### config.mk
export PLATFORM = sky130hd
export DESIGN_NAME = ppu_out_top
export DESIGN_NICKNAME = d
export VERILOG_FILES = /design/src/hw/ppu_out_pkg.sv /design/src/hw/scanline_shader.sv /design/src/hw/pixel_credit_fifo.sv /design/src/hw/rgb_range_out.sv /design/src/hw/ppu_out_top.sv
export SDC_FILE = /design/constraint.sdc
export NUM_CORES = 1
export LEC_CHECK = 0
export BUFFER_PORTS_ARGS = -buffer_cell sky130_fd_sc_hd__buf_4
export CELL_PAD_IN_SITES_DETAIL_PLACEMENT = 1
export CELL_PAD_IN_SITES_GLOBAL_PLACEMENT = 2
export CORE_MARGIN = 2
export CORE_UTILIZATION = 45
export CTS_CLUSTER_DIAMETER = 40
export DETAILED_ROUTE_END_ITERATION = 12
export GPL_TIMING_DRIVEN = 0
export PLACE_DENSITY_LB_ADDON = 0.25
export SETUP_SLACK_MARGIN = 0.5
export SLEW_MARGIN = 20
export SYNTH_ARGS = -nofsm -noshare
export SYNTH_HDL_FRONTEND = slang
export SYNTH_SLANG_ARGS = --single-unit
### constraint.sdc
create_clock -name VCLK_Tx -period 6.4 [get_ports VCLK_Tx]
set_clock_uncertainty 0.15 [all_clocks]
set_input_delay 0.96 -clock VCLK_Tx [delete_from_list [all_inputs] [get_ports VCLK_Tx]]
set_output_delay 0.96 -clock VCLK_Tx [all_outputs]
set_load 0.01 [all_outputs]
### src/hw/ppu_out_pkg.sv
// Shared pixel, colour and credit types plus range constants for the video output path and its testbench
`default_nettype none

package ppu_out_pkg;

  // ======================================================================
  // Pixel types
  // ======================================================================

  // One colour channel
  typedef logic [7:0] color_t;

  // Packed colour triple, red in the top byte and blue in the bottom byte
  typedef logic [23:0] rgb_t;

  // Sync flags as {VSYNC, DE, HSYNC}
  typedef logic [2:0] sync_t;

  // ======================================================================
  // Scanline and flow control types
  // ======================================================================

  // User scanline strength, 0 is the weakest setting
  typedef logic [3:0] sl_str_t;

  // Strength after expansion to the full 8-bit factor
  typedef logic [7:0] sl_factor_t;

  // Credit counter, covers buffer depths up to 15
  typedef logic [3:0] credit_t;

  // ======================================================================
  // Constants
  // ======================================================================

  // Scale factor of the limited-range conversion (235 - 16 + 1)
  localparam color_t LIMIT_COEFF = 8'd220;

  // Black level of limited-range RGB
  localparam color_t LIMIT_OFFSET = 8'd16;

  // Pixel buffer depth used unless the top level overrides it
  localparam int DEFAULT_DEPTH = 8;

endpackage

`default_nettype wire

### src/hw/scanline_shader.sv
// Producer stage: accepts input pixels against buffer credits and darkens scanline rows
`timescale 1ns/10ps
`default_nettype none

module scanline_shader #(
  parameter int FIFO_DEPTH = ppu_out_pkg::DEFAULT_DEPTH
) (
  input  wire                       VCLK_Tx,
  input  wire                       nVRST_Tx,
  input  wire                       pix_valid_i,
  output logic                      pix_ready_o,
  input  wire ppu_out_pkg::rgb_t    pix_rgb_i,
  input  wire ppu_out_pkg::sync_t   pix_sync_i,
  input  wire                       pix_sl_row_i,
  input  wire                       sl_en_i,
  input  wire ppu_out_pkg::sl_str_t sl_strength_i,
  input  wire                       credit_return_i,
  output logic                      push_o,
  output ppu_out_pkg::rgb_t         push_rgb_o,
  output ppu_out_pkg::sync_t        push_sync_o
);

  ppu_out_pkg::credit_t    credit_cnt;
  ppu_out_pkg::sl_factor_t sl_factor;
  logic [8:0]              sl_weight;
  logic                    accept;
  logic                    darken;
  ppu_out_pkg::rgb_t       shaded_rgb;

  // Scales one channel by weight/256, result always fits 8 bits
  function automatic ppu_out_pkg::color_t shade_chan(input ppu_out_pkg::color_t c,
                                                     input logic [8:0] w);
    logic [16:0] prod;
    prod = {9'd0, c} * {8'd0, w};
    return prod[15:8];
  endfunction

  // ======================================================================
  // Credit handling
  // ======================================================================

  assign pix_ready_o = (credit_cnt != '0);
  assign accept      = pix_valid_i & pix_ready_o;

  // Accept and credit return may coincide and then cancel out
  always_ff @(posedge VCLK_Tx or negedge nVRST_Tx) begin
    if (!nVRST_Tx) begin
      credit_cnt <= ppu_out_pkg::credit_t'(FIFO_DEPTH);
    end else begin
      case ({accept, credit_return_i})
        2'b10:   credit_cnt <= credit_cnt - 1'b1;
        2'b01:   credit_cnt <= credit_cnt + 1'b1;
        default: credit_cnt <= credit_cnt;
      endcase
    end
  end

  // ======================================================================
  // Scanline darkening
  // ======================================================================

  // f = (s+1)*16 - 1, i.e. strength in the upper nibble and ones below
  assign sl_factor = {sl_strength_i, 4'hF};
  assign sl_weight = 9'd256 - {1'b0, sl_factor};
  assign darken    = sl_en_i & pix_sl_row_i;

  always_comb begin
    shaded_rgb[23:16] = shade_chan(pix_rgb_i[23:16], sl_weight);
    shaded_rgb[15:8]  = shade_chan(pix_rgb_i[15:8], sl_weight);
    shaded_rgb[7:0]   = shade_chan(pix_rgb_i[7:0], sl_weight);
  end

  // Push strobe, one cycle after acceptance
  always_ff @(posedge VCLK_Tx or negedge nVRST_Tx) begin
    if (!nVRST_Tx) begin
      push_o <= 1'b0;
    end else begin
      push_o <= accept;
    end
  end

  // Pixel payload, sync flags pass untouched
  always_ff @(posedge VCLK_Tx) begin
    if (accept) begin
      push_rgb_o  <= darken ? shaded_rgb : pix_rgb_i;
      push_sync_o <= pix_sync_i;
    end
  end

endmodule

`default_nettype wire

### src/hw/pixel_credit_fifo.sv
// Circular pixel buffer between shader and output stage, returns one credit per entry popped
`timescale 1ns/10ps
`default_nettype none

module pixel_credit_fifo #(
  parameter int FIFO_DEPTH = ppu_out_pkg::DEFAULT_DEPTH
) (
  input  wire                     VCLK_Tx,
  input  wire                     nVRST_Tx,
  input  wire                     push_i,
  input  wire ppu_out_pkg::rgb_t  push_rgb_i,
  input  wire ppu_out_pkg::sync_t push_sync_i,
  input  wire                     pop_i,
  output logic                    not_empty_o,
  output ppu_out_pkg::rgb_t       head_rgb_o,
  output ppu_out_pkg::sync_t      head_sync_o,
  output logic                    credit_return_o
);

  localparam int PTR_W = $clog2(FIFO_DEPTH);

  ppu_out_pkg::rgb_t    mem_rgb  [FIFO_DEPTH];
  ppu_out_pkg::sync_t   mem_sync [FIFO_DEPTH];
  logic [PTR_W-1:0]     wr_ptr;
  logic [PTR_W-1:0]     rd_ptr;
  ppu_out_pkg::credit_t fill_cnt;
  logic                 do_pop;

  // Pointer increment with wrap, depth need not be a power of two
  function automatic logic [PTR_W-1:0] ptr_inc(input logic [PTR_W-1:0] ptr);
    logic [PTR_W-1:0] nxt;
    if (ptr == PTR_W'(FIFO_DEPTH - 1)) begin
      nxt = '0;
    end else begin
      nxt = ptr + 1'b1;
    end
    return nxt;
  endfunction

  assign not_empty_o = (fill_cnt != '0);
  assign do_pop      = pop_i & not_empty_o;
  assign head_rgb_o  = mem_rgb[rd_ptr];
  assign head_sync_o = mem_sync[rd_ptr];

  // ======================================================================
  // Storage
  // ======================================================================

  // No full check here, the producer never pushes without a credit
  always_ff @(posedge VCLK_Tx) begin
    if (push_i) begin
      mem_rgb[wr_ptr]  <= push_rgb_i;
      mem_sync[wr_ptr] <= push_sync_i;
    end
  end

  // ======================================================================
  // Pointers, fill level and credit return
  // ======================================================================

  always_ff @(posedge VCLK_Tx or negedge nVRST_Tx) begin
    if (!nVRST_Tx) begin
      wr_ptr          <= '0;
      rd_ptr          <= '0;
      fill_cnt        <= '0;
      credit_return_o <= 1'b0;
    end else begin
      if (push_i) begin
        wr_ptr <= ptr_inc(wr_ptr);
      end
      if (do_pop) begin
        rd_ptr <= ptr_inc(rd_ptr);
      end
      case ({push_i, do_pop})
        2'b10:   fill_cnt <= fill_cnt + 1'b1;
        2'b01:   fill_cnt <= fill_cnt - 1'b1;
        default: fill_cnt <= fill_cnt;
      endcase
      // Credit goes back the cycle after the pop
      credit_return_o <= do_pop;
    end
  end

endmodule

`default_nettype wire

### src/hw/rgb_range_out.sv
// Output stage: pops the pixel buffer, applies optional limited-range RGB and registers video outputs
`timescale 1ns/10ps
`default_nettype none

module rgb_range_out (
  input  wire                     VCLK_Tx,
  input  wire                     nVRST_Tx,
  input  wire                     not_empty_i,
  input  wire ppu_out_pkg::rgb_t  head_rgb_i,
  input  wire ppu_out_pkg::sync_t head_sync_i,
  input  wire                     limited_rgb_i,
  input  wire                     sink_ready_i,
  output logic                    pop_o,
  output logic                    out_valid_o,
  output ppu_out_pkg::rgb_t       VD_o,
  output logic                    DE_o,
  output logic                    HSYNC_o,
  output logic                    VSYNC_o
);

  logic                          advance;
  logic                          s1_valid;
  logic                          s2_valid;
  logic [2:0][8:0]               s1_lim;
  ppu_out_pkg::color_t [2:0]     s2_lim;
  ppu_out_pkg::rgb_t             s1_rgb;
  ppu_out_pkg::rgb_t             s2_rgb;
  ppu_out_pkg::sync_t            s1_sync;
  ppu_out_pkg::sync_t            s2_sync;

  // c*220, keeping product bits 15..7
  function automatic logic [8:0] limit_scale(input ppu_out_pkg::color_t c);
    logic [15:0] prod;
    prod = 16'(c) * 16'(ppu_out_pkg::LIMIT_COEFF);
    return prod[15:7];
  endfunction

  // Pipeline moves unless the output register is full and stalled
  assign advance = ~out_valid_o | sink_ready_i;
  assign pop_o   = not_empty_i & advance;

  // ======================================================================
  // Valid chain
  // ======================================================================

  always_ff @(posedge VCLK_Tx or negedge nVRST_Tx) begin
    if (!nVRST_Tx) begin
      s1_valid    <= 1'b0;
      s2_valid    <= 1'b0;
      out_valid_o <= 1'b0;
    end else if (advance) begin
      s1_valid    <= pop_o;
      s2_valid    <= s1_valid;
      out_valid_o <= s2_valid;
    end
  end

  // ======================================================================
  // Stage 1 scale and stage 2 round
  // ======================================================================

  always_ff @(posedge VCLK_Tx) begin
    if (pop_o) begin
      for (int i = 0; i < 3; i++) begin
        s1_lim[i] <= limit_scale(head_rgb_i[8*i +: 8]);
      end
      s1_rgb  <= head_rgb_i;
      s1_sync <= head_sync_i;
    end
    // Round half up by adding the dropped LSB
    if (advance && s1_valid) begin
      for (int i = 0; i < 3; i++) begin
        s2_lim[i] <= s1_lim[i][8:1] + {7'd0, s1_lim[i][0]};
      end
      s2_rgb  <= s1_rgb;
      s2_sync <= s1_sync;
    end
  end

  // ======================================================================
  // Stage 3, black level offset and output registers
  // ======================================================================

  always_ff @(posedge VCLK_Tx or negedge nVRST_Tx) begin
    if (!nVRST_Tx) begin
      VD_o    <= '0;
      VSYNC_o <= 1'b0;
      DE_o    <= 1'b0;
      HSYNC_o <= 1'b0;
    end else if (advance && s2_valid) begin
      if (limited_rgb_i) begin
        for (int i = 0; i < 3; i++) begin
          VD_o[8*i +: 8] <= s2_lim[i] + ppu_out_pkg::LIMIT_OFFSET;
        end
      end else begin
        VD_o <= s2_rgb;
      end
      VSYNC_o <= s2_sync[2];
      DE_o    <= s2_sync[1];
      HSYNC_o <= s2_sync[0];
    end
  end

endmodule

`default_nettype wire

### src/hw/ppu_out_top.sv
// Top level of the video output path: scanline shader, credit buffer and range output stage
`timescale 1ns/10ps
`default_nettype none

module ppu_out_top #(
  parameter int FIFO_DEPTH = ppu_out_pkg::DEFAULT_DEPTH
) (
  input  wire                       VCLK_Tx,
  input  wire                       nVRST_Tx,
  input  wire                       pix_valid_i,
  output logic                      pix_ready_o,
  input  wire ppu_out_pkg::rgb_t    pix_rgb_i,
  input  wire ppu_out_pkg::sync_t   pix_sync_i,
  input  wire                       pix_sl_row_i,
  input  wire                       sl_en_i,
  input  wire ppu_out_pkg::sl_str_t sl_strength_i,
  input  wire                       limited_rgb_i,
  input  wire                       sink_ready_i,
  output logic                      out_valid_o,
  output ppu_out_pkg::rgb_t         VD_o,
  output logic                      DE_o,
  output logic                      HSYNC_o,
  output logic                      VSYNC_o
);

  // Shader to buffer
  logic               push;
  ppu_out_pkg::rgb_t  push_rgb;
  ppu_out_pkg::sync_t push_sync;
  logic               credit_return;

  // Buffer to output stage
  logic               not_empty;
  ppu_out_pkg::rgb_t  head_rgb;
  ppu_out_pkg::sync_t head_sync;
  logic               pop;

  // ======================================================================
  // Stage instances
  // ======================================================================

  scanline_shader #(
    .FIFO_DEPTH(FIFO_DEPTH)
  ) u_scanline_shader (
    .VCLK_Tx        (VCLK_Tx),
    .nVRST_Tx       (nVRST_Tx),
    .pix_valid_i    (pix_valid_i),
    .pix_ready_o    (pix_ready_o),
    .pix_rgb_i      (pix_rgb_i),
    .pix_sync_i     (pix_sync_i),
    .pix_sl_row_i   (pix_sl_row_i),
    .sl_en_i        (sl_en_i),
    .sl_strength_i  (sl_strength_i),
    .credit_return_i(credit_return),
    .push_o         (push),
    .push_rgb_o     (push_rgb),
    .push_sync_o    (push_sync)
  );

  pixel_credit_fifo #(
    .FIFO_DEPTH(FIFO_DEPTH)
  ) u_pixel_credit_fifo (
    .VCLK_Tx        (VCLK_Tx),
    .nVRST_Tx       (nVRST_Tx),
    .push_i         (push),
    .push_rgb_i     (push_rgb),
    .push_sync_i    (push_sync),
    .pop_i          (pop),
    .not_empty_o    (not_empty),
    .head_rgb_o     (head_rgb),
    .head_sync_o    (head_sync),
    .credit_return_o(credit_return)
  );

  rgb_range_out u_rgb_range_out (
    .VCLK_Tx      (VCLK_Tx),
    .nVRST_Tx     (nVRST_Tx),
    .not_empty_i  (not_empty),
    .head_rgb_i   (head_rgb),
    .head_sync_i  (head_sync),
    .limited_rgb_i(limited_rgb_i),
    .sink_ready_i (sink_ready_i),
    .pop_o        (pop),
    .out_valid_o  (out_valid_o),
    .VD_o         (VD_o),
    .DE_o         (DE_o),
    .HSYNC_o      (HSYNC_o),
    .VSYNC_o      (VSYNC_o)
  );

endmodule

`default_nettype wire

==> run_results.csv, run 1 <==
group,metric,value,unit
route,dr.pass1.iters,4,
clock_tree,clock_latency,0.57,ns
global_route,busiest_layer,"met2",
synth,synth_top_area_share,48.82,%
critical_path,crit_slowest_cell,"fa_1",
layout,drive_gt1_share,16.11,%
critical_path,cp_cell_sequence,"clkbuf_4 -> buf_6 -> mux4_2 -> mux2i_1 -> inv_1 -> fa_1 -> fa_1 -> inv_1 -> fa_1 -> inv_1 -> ha_1 -> or3_1 -> o22a_1 -> a41o_1 -> or3_4 -> a31oi_4 -> xnor2_1",
min_path,hp-class,"in2async",
critical_path,reg2reg_slack,0.70,ns
synth,async_flop_share,11.68,%
critical_path,reg2regPathDepth,17,
route,avgViaCountPerCell,5.191,
critical_path,cp-start-kind,"register",
critical_path,crit_path_end_kind,"register",
global_route,grt_util_met1,23.14,%
synth,synthTopCellsByArea,"edfxtp_1, ha_1, fa_1, mux4_2, dfrtp_1",
synth,synth_common_cells,"edfxtp_1, ha_1, inv_1",
critical_path,cp.arrival,5.85,ns
critical_path,critical_path_class,"reg2reg",
critical_path,slowest_delay,0.54,ns
global_route,grtUsageMet2,33.09,%
clock_tree,cts_root_buffer,"clkbuf_16",
synth,yosys_warnings,0,
synth,syn-num-nets,1818,
placed_design,dp_slack,0.09505,ns
synth,synth_area_leader_cell,"edfxtp_1",
clock_tree,cts_inserted_buffers,47,
critical_path,required,6.55,ns
synth,synth_area,0.02140,mm2
timing,final.period_utilization,89.02,%
global_route,grt_max_degree,47,
floorplan,design.die.area,0.04932,mm2
timing,slew_headroom,50.72,%
placed_design,portBuffers,65,
timing,slew_viol_final,0,
job,drv_cap,0,
layout,area_growth,15.47,%
placed_design,hpwl,32530,um
timing,fin_setup_tns,0,ns
synth,avgSynthCellArea,14.26,um2
route,drt-initial-drc-count,502,
synth,ys_types,54,
synth,synth_edf_count,348,
floorplan,core,0.04675,mm2
clock_tree,cts_tree,"yes",
clock_tree,clockBufferDepth,3,
timing,timing.fmax,175.5,MHz
synth,ys_seq_area_share,54.21,%
critical_path,rr_endpoint,"u_rgb_range_out.s1_lim[17]",
synth,netlist_instances,1501,
global_route,grt_remaining_overflow,0,
route,vias,11820,
floorplan,die_h,222.1,um
timing,rsz0062_at_grt,"no",
critical_path,r2r-start,"u_pixel_credit_fifo.rd_ptr[0]",
floorplan,num_io_pins,67,
floorplan,die_w,222.1,um
clock_tree,clk_pin_slew,0.06,ns
route,drtAntennaViolNets,0,
floorplan,initial_core_util,45.78,%
global_route,grt_pass1_wl,70970,um
layout,nets,1949,
clock_tree,cts_sinks,394,
route,drt_wl_total,43450,um
timing,hold_violations,0,
timing,finalCriticalPeriod,5.697,ns
synth,synth-seq-cells,394,
route,avgRoutedWirePerCell,19.08,um
synth,synth_flop_cell,"edfxtp_1",
floorplan,num_rows,79,
route,drc,0,
timing,setup-violations-final,0,
layout,n_antenna_cell,0,
timing,tightest_slew,0.7393,ns
clock_tree,cts_hold_buf,0,
outcome,outcome,"complete, no violations",
critical_path,cp_max_fo,10,
timing,holdWs,0.2668,ns
global_route,antenna_found_initial,0,
placed_design,gp_congestion,0.7947,
global_route,grt_util_met3,2.200,%
timing,setup_slack,0.7026,ns
synth,synth_most_common_cell,"edfxtp_1",
clock_tree,htreeDepth,2,
global_route,grt_pass1_vias,13046,
global_route,grt_use_total,18.28,%
## flip-flops by register name (all words and copies together), names as in the netlist, 24 cells and up
| signal | count |
|---|---|
| u_pixel_credit_fifo.mem_rgb | 192 |
| u_rgb_range_out.s2_lim | 24 |
| u_rgb_range_out.s1_lim | 27 |
| u_rgb_range_out.s2_rgb | 24 |
| u_pixel_credit_fifo.mem_sync | 24 |
| u_rgb_range_out.VD_o | 24 |
| u_scanline_shader.push_rgb_o | 24 |
| u_rgb_range_out.s1_rgb | 24 |
## critical path: cells and delay by family (launching register included)
kind                       cells  cell delay (ns)
xor gates and xnor gates       1             0.08
muxes                          2             0.81
and+or+nand+nor                2             0.68
AOI/OAI and AO/OA              3             0.68
adders and majority gates      4             1.75
buffers and inverters          5             0.87
DFF                            1             0.42
## area by class of cell
cell class | instances | area [um2]
Inverter | 194 | 728.2
Clock buffer | 52 | 1226
Multi-Input combinational cell | 877 | 9066
Buffer | 36 | 176.4
Tap cell | 607 | 759.5
Timing Repair Buffer | 82 | 780.7
Fill cell | 4586 | 22040
Sequential cell | 394 | 11600
Clock inverter | 35 | 375.4
## through the flow
step           cells  utilization [%]  area [um2]
2_1_floorplan   1501                -       21400
3_3_place_gp    2173            48.45       22650
3_5_place_dp    2190            49.21       23010
4_1_cts         2277            52.71       24640
5_1_grt         2277            52.86       24720
6_report        2277            52.86       24720
## cell families after synthesis
kind of cell	Yosys count	share of synthesized area, %
flip-flops	394	54.21
XOR/XNOR	84	3.437
AND/OR/NAND/NOR	266	6.647
adder cells (fa/ha/maj)	279	19.26
buffers and inverters	230	4.069
AO/OA/AOI/OAI	138	3.993
multiplexers	110	8.389
## worst max path at each step
stage | endpoint | cells past startpoint | slack, ns | start
6_report | u_rgb_range_out.s1_lim[17] | 17 | 0.70 | u_pixel_credit_fifo.rd_ptr[0]
5_1_grt | u_rgb_range_out.s1_lim[17] | 17 | 0.51 | u_pixel_credit_fifo.rd_ptr[0]
4_1_cts | u_rgb_range_out.s1_lim[17] | 17 | 0.46 | u_pixel_credit_fifo.rd_ptr[0]
3_5_place_dp | u_rgb_range_out.s1_lim[17] | 16 | 0.1 | u_pixel_credit_fifo.rd_ptr[2]
3_3_place_gp | u_pixel_credit_fifo.fill_cnt[3] | 10 | -0.08 | sink_ready_i
2_1_floorplan | u_rgb_range_out.s1_lim[17] | 17 | 1.07 | u_pixel_credit_fifo.rd_ptr[0]
## cells in the final DEF, fill, tap and decap left out, types with 9 or more instances in the layout
| master | netlist | routed |
|---|---|---|
| edfxtp_1 | 348 | 348 |
| ha_1 | 195 | 195 |
| inv_1 | 194 | 193 |
| fa_1 | 84 | 84 |
| nand2_1 | 75 | 75 |
| buf_4 | 0 | 72 |
| nor2b_1 | 71 | 71 |
| o21ai_0 | 56 | 56 |
| mux4_2 | 54 | 54 |
| xnor2_1 | 52 | 52 |
| clkbuf_16 | 0 | 48 |
| dfrtp_1 | 45 | 45 |
| nand2b_1 | 35 | 35 |
| xor2_1 | 32 | 32 |
| mux2i_1 | 41 | 31 |
| a21oi_1 | 25 | 25 |
| clkbuf_1 | 28 | 23 |
| nor2_1 | 27 | 20 |
| a21o_1 | 16 | 16 |
| mux2_2 | 15 | 15 |
| nand3_1 | 14 | 14 |
| o21a_1 | 9 | 9 |
## what timing repair did
item                                    4_1_cts  5_1_grt
buffers inserted                              0        0
endpoints found under the setup margin        7        7
endpoints found under the hold margin         0        0
resized for setup                            16       17
## per-layer routing
metal / wire length [um] / vias up
met1: 18800 / 5941
li1: - / 5622
met3: 1417 / 70
met4: 1014 / 0
met5: 0 / -
met2: 22220 / 187
Power of run 1 is left out: the tool's default activity adds up to more than one toggle a clock period on the data nets, which glitch-free logic cannot reach.
==> run 2, diff against run 1 <==
- BUFFER_PORTS_ARGS: -buffer_cell sky130_fd_sc_hd__buf_4 -> -buffer_cell sky130_fd_sc_hd__buf_2
- CORE_UTILIZATION: 45 -> 36
==> run_results.csv, run 2 (synthesis gave the netlist of run 1 again) <==
group,metric,value,unit
global_route,grt_pass1_wl,71220,um
critical_path,slowest_delay,0.55,ns
layout,largestRegisters,"u_pixel_credit_fifo.mem_rgb: 192 flops, u_rgb_range_out.s1_lim: 27 flops",
global_route,grt_remaining_overflow,0,
job,drv_cap,0,
route,avgRoutedWirePerCell,18.14,um
critical_path,required,6.56,ns
route,drc,0,
global_route,grt_use_total,14.97,%
floorplan,initial_core_util,36.33,%
floorplan,core,0.05891,mm2
clock_tree,cts_hold_buf,0,
layout,n_antenna_cell,0,
critical_path,crit_slowest_cell,"fa_1",
clock_tree,clock_latency,0.57,ns
floorplan,die_h,247.8,um
timing,rsz0062_at_grt,"no",
layout,largest_register_ffs,192,
layout,final_common_cell,"edfxtp_1",
timing,slew_viol_final,0,
layout,finish.utilization,42.28,%
timing,final.period_utilization,87.75,%
route,drtAntennaViolNets,0,
clock_tree,cts_sinks,394,
layout,fillers,6054,
route,drt_wl_total,44420,um
global_route,grt_max_degree,47,
clock_tree,cts_inserted_buffers,51,
clock_tree,clockBufferDepth,3,
clock_tree,htreeDepth,2,
critical_path,reg2regPathDepth,17,
critical_path,cp-start-kind,"input port",
critical_path,rr_endpoint,"u_rgb_range_out.s1_lim[17]",
critical_path,critical_path_class,"in2reg",
timing,setup-violations-final,0,
layout,fin_cells,2449,
placed_design,placement.cell_area,0.02303,mm2
critical_path,path_buf_inv,4,
critical_path,crit_path_end_kind,"register",
route,avgViaCountPerCell,4.782,
placed_design,portBuffers,65,
floorplan,design.die.area,0.06142,mm2
route,dr.pass1.iters,4,
critical_path,cp.arrival,5.78,ns
layout,top_register,"u_pixel_credit_fifo.mem_rgb",
min_path,min_path_cells,0,
critical_path,cpLargestDelayFamily,"adder cells",
placed_design,hpwl,33020,um
layout,mostFrequentLayoutCells,"edfxtp_1, ha_1, inv_1, fa_1, nand2_1",
placed_design,gp_congestion,0.7772,
layout,multi_input_area,0.009082,mm2
clock_tree,cts_tree,"yes",
timing,tightest_slew,0.7731,ns
timing,holdWs,0.2585,ns
layout,seq_area,0.01160,mm2
critical_path,r2r-start,"u_pixel_credit_fifo.rd_ptr[0]",
floorplan,die_w,247.8,um
route,vias,11712,
global_route,grt_pass1_vias,12821,
critical_path,reg2reg_slack,0.84,ns
clock_tree,cts_root_buffer,"clkbuf_16",
critical_path,crit_top_cell,"fa_1",
floorplan,num_io_pins,67,
timing,finalCriticalPeriod,5.616,ns
layout,area_growth,16.36,%
floorplan,num_rows,89,
min_path,holdCritStartpoint,"u_rgb_range_out.s1_rgb[3]",
timing,hold_violations,0,
placed_design,placed_cells,2356,
clock_tree,cts_setup_buffers,0,
critical_path,cp_cell_sequence,"buf_2 -> clkbuf_1 -> clkbuf_1 -> nand2b_1 -> fa_1 -> fa_1 -> inv_1 -> fa_1 -> ha_1 -> ha_1 -> and3_1 -> a221o_1 -> or3_1 -> o22ai_1 -> xnor2_1 -> o21ai_1",
outcome,outcome,"complete, no violations",
min_path,hp-class,"reg2reg",
clock_tree,clk_pin_slew,0.06,ns
layout,drive_gt1_share,16.53,%
route,drt-initial-drc-count,398,
min_path,hold_end,"u_rgb_range_out.s2_rgb[3]",
layout,nets,1953,
timing,timing.fmax,178.1,MHz
layout,finalInstanceArea,0.02491,mm2
timing,slew_headroom,48.34,%
global_route,antenna_found_initial,0,
critical_path,cp_max_fo,10,
## run 2: cell types whose count changed in the layout (fill, tap and decap cells not counted), moves of 2 or more
cell	change
buf_12	+3
buf_2	+62
inv_6	+2
buf_16	-3
buf_4	-63
mux2i_1	-2
clkbuf_16	+4
clkbuf_1	+2
bufinv_16	+2
## run 2: worst max path at each step
stage | from | end | cells after the start
2_1_floorplan | u_pixel_credit_fifo.rd_ptr[0] | u_rgb_range_out.s1_lim[17] | 17
3_3_place_gp | sink_ready_i | u_pixel_credit_fifo.fill_cnt[3] | 10
3_5_place_dp | u_pixel_credit_fifo.rd_ptr[2] | u_rgb_range_out.s1_lim[17] | 16
4_1_cts | u_pixel_credit_fifo.rd_ptr[0] | u_rgb_range_out.s1_lim[17] | 17
5_1_grt | u_pixel_credit_fifo.rd_ptr[0] | u_rgb_range_out.s1_lim[8] | 17
6_report | sl_strength_i[0] | u_scanline_shader.push_rgb_o[15] | 16
## run 2: layout make-up
type	count	share of cell area, %
buffer	36	0.7335
sequential	394	46.59
multi-input combinational	877	36.47
timing repair buffer	82	2.386
clock inverter	35	1.663
tap	773	3.883
inverter	194	2.924
clock buffer	58	5.355
## run 2: timing repair
action | in CTS | in global routing
gates resized for setup | 20 | 16
hold endpoints to repair | 0 | 0
endpoints found under the setup margin | 13 | 5
pin swaps | 0 | 0
## run 2: layer usage
layer | wire (um) | vias up | track usage, %
li1 | - | 5639 | -
met1 | 19960 | 5850 | 19.26
met2 | 22320 | 162 | 26.65
met5 | 0 | - | 0
met3 | 1324 | 61 | 1.946
met4 | 813 | 0 | 3.698
## run 2: per-stage QoR
step	worst slack [ns]	TNS, ns
finish	0.7839	0
floorplan	1.072	0
global route	0.4856	0
CTS	0.4970	0
global placement	-0.2449	-0.2908
detailed placement	0.009219	0
Power of run 2 is left out for the same reason.
==> run 3, diff against run 2 <==
- CORE_ASPECT_RATIO: not set -> 2
- CTS_BUF_LIST: not set -> sky130_fd_sc_hd__clkbuf_4
- clock period: 6.4 -> 6.7 ns (I/O delays scaled with it)
==> run_results.csv, run 3 (synthesis gave the netlist of run 1 again) <==
group,metric,value,unit
outcome,outcome,"complete, no violations",
job,drv_cap,0,
timing,slew_headroom,44.75,%
timing,slew_viol_final,0,
route,vias,12085,
clock_tree,cts_setup_buffers,0,
global_route,grt_pass1_wl,74330,um
global_route,antenna_found_initial,2,
timing,finalCriticalPeriod,5.786,ns
critical_path,critical_path_class,"reg2reg",
critical_path,r2r-start,"u_pixel_credit_fifo.rd_ptr[0]",
route,drt_wl_total,46040,um
clock_tree,cts_tree,"yes",
global_route,grt_remaining_overflow,0,
min_path,hp-class,"in2async",
floorplan,initial_core_util,36.30,%
layout,final_common_cell,"edfxtp_1",
clock_tree,cts_root_buffer,"clkbuf_4",
route,drc,0,
floorplan,design.die.area,0.06154,mm2
layout,nets,1988,
route,avgRoutedWirePerCell,18.36,um
placed_design,hpwl,35660,um
clock_tree,clockBufferDepth,3,
layout,seq_area,0.01160,mm2
timing,hold_violations,0,
floorplan,core,0.05896,mm2
route,avgViaCountPerCell,4.821,
timing,timing.fmax,172.8,MHz
layout,fillers,6241,
layout,drive_gt1_share,18.55,%
clock_tree,htreeDepth,3,
layout,area_growth,12.80,%
layout,finalInstanceArea,0.02414,mm2
critical_path,cp.arrival,6.15,ns
timing,setup-violations-final,0,
critical_path,cp_max_fo,10,
placed_design,portBuffers,65,
clock_tree,post_cts_resized,5,
critical_path,crit_path_end_kind,"register",
floorplan,die_h,348.8,um
clock_tree,clk_pin_slew,0.07,ns
timing,final.period_utilization,86.36,%
global_route,grt_pass1_vias,13878,
placed_design,gp_congestion,0.7802,
route,drtAntennaViolNets,0,
layout,largest_register_ffs,192,
route,dr.pass1.iters,4,
timing,tightest_slew,0.8287,ns
route,drt-initial-drc-count,384,
floorplan,die_w,176.4,um
layout,multi_input_area,0.009009,mm2
clock_tree,cts_sinks,394,
critical_path,required,7.06,ns
global_route,grt_use_total,15.81,%
critical_path,cp-start-kind,"register",
timing,rsz0062_at_grt,"no",
floorplan,num_rows,126,
clock_tree,cts_inserted_buffers,86,
placed_design,placement.cell_area,0.02301,mm2
floorplan,num_io_pins,67,
clock_tree,cts_hold_buf,0,
clock_tree,clock_latency,0.78,ns
timing,fin_setup_tns,0,ns
global_route,grt_max_degree,47,
layout,largestRegisters,"u_pixel_credit_fifo.mem_rgb: 192 flops, u_rgb_range_out.s1_lim: 27 flops",
critical_path,startpoint,"u_pixel_credit_fifo.rd_ptr[0]",
layout,mostFrequentLayoutCells,"edfxtp_1, ha_1, inv_1, clkbuf_4, fa_1",
layout,top_register,"u_pixel_credit_fifo.mem_rgb",
-- run 3: changes by cell type in the layout (fill, tap and decap cells not counted), sizes merged --
cell and change:
buf +2, bufinv -6, clkbuf +64, clkinv +11, clkinvlp -3, diode +3, inv -8
-- run 3: through the flow --
stage	util, %	std cells	hold slack [ns]	setup WS, ns
floorplan	-	1501	0.2503	1.334
CTS	40.89	2504	0.03821	0.5155
global placement	38.48	2334	0.2553	0.1975
global route	40.95	2507	0.09127	0.5060
finish	40.95	2507	0.1104	0.9139
detailed placement	39.02	2351	0.2563	0.1426
-- run 3: cell type report --
class | count | area share, %
Buffer | 36 | 0.6841
Inverter | 194 | 3.016
Antenna cell | 3 | 0.03109
Timing Repair Buffer | 82 | 2.399
Tap cell | 768 | 3.980
Clock buffer | 124 | 3.856
Clock inverter | 29 | 0.6634
Multi-Input combinational cell | 877 | 37.31
Sequential cell | 394 | 48.06
-- run 3: worst paths after layout --
kind / to / slack [ns] / cells after the start
max reg2reg: u_rgb_range_out.s1_lim[17] / 0.91 / 17
min: u_scanline_shader.push_o / 0.11 / 1
min in group VCLK_Tx: u_rgb_range_out.s2_rgb[2] / 0.26 / 0
max: u_rgb_range_out.s1_lim[17] / 0.91 / 17
min reg2reg: u_rgb_range_out.s2_rgb[2] / 0.26 / 0
max in group asynchronous: u_rgb_range_out.VD_o[18] / 5.82 / 1
-- run 3: per-layer routing --
layer	share of wire, %	wire (um)	global-route usage, %
met5	0	0	0
met4	2.1	985	5.718
met3	2.5	1132	2.154
met2	61	27900	32.97
met1	35	16020	15.12
-- run 3: critical path, cell delays in order, from the launching register on --
cell,delay (ns)
dfrtp_1,0.42
buf_2,0.31
buf_4,0.33
mux4_2,0.56
mux2i_2,0.27
inv_1,0.22
fa_1,0.54
fa_1,0.49
inv_1,0.05
fa_1,0.53
inv_1,0.04
ha_1,0.19
or3_1,0.30
o22a_1,0.20
a41o_1,0.29
or3_4,0.36
a31oi_4,0.17
xnor2_1,0.08
Power of run 3 is left out for the same reason.
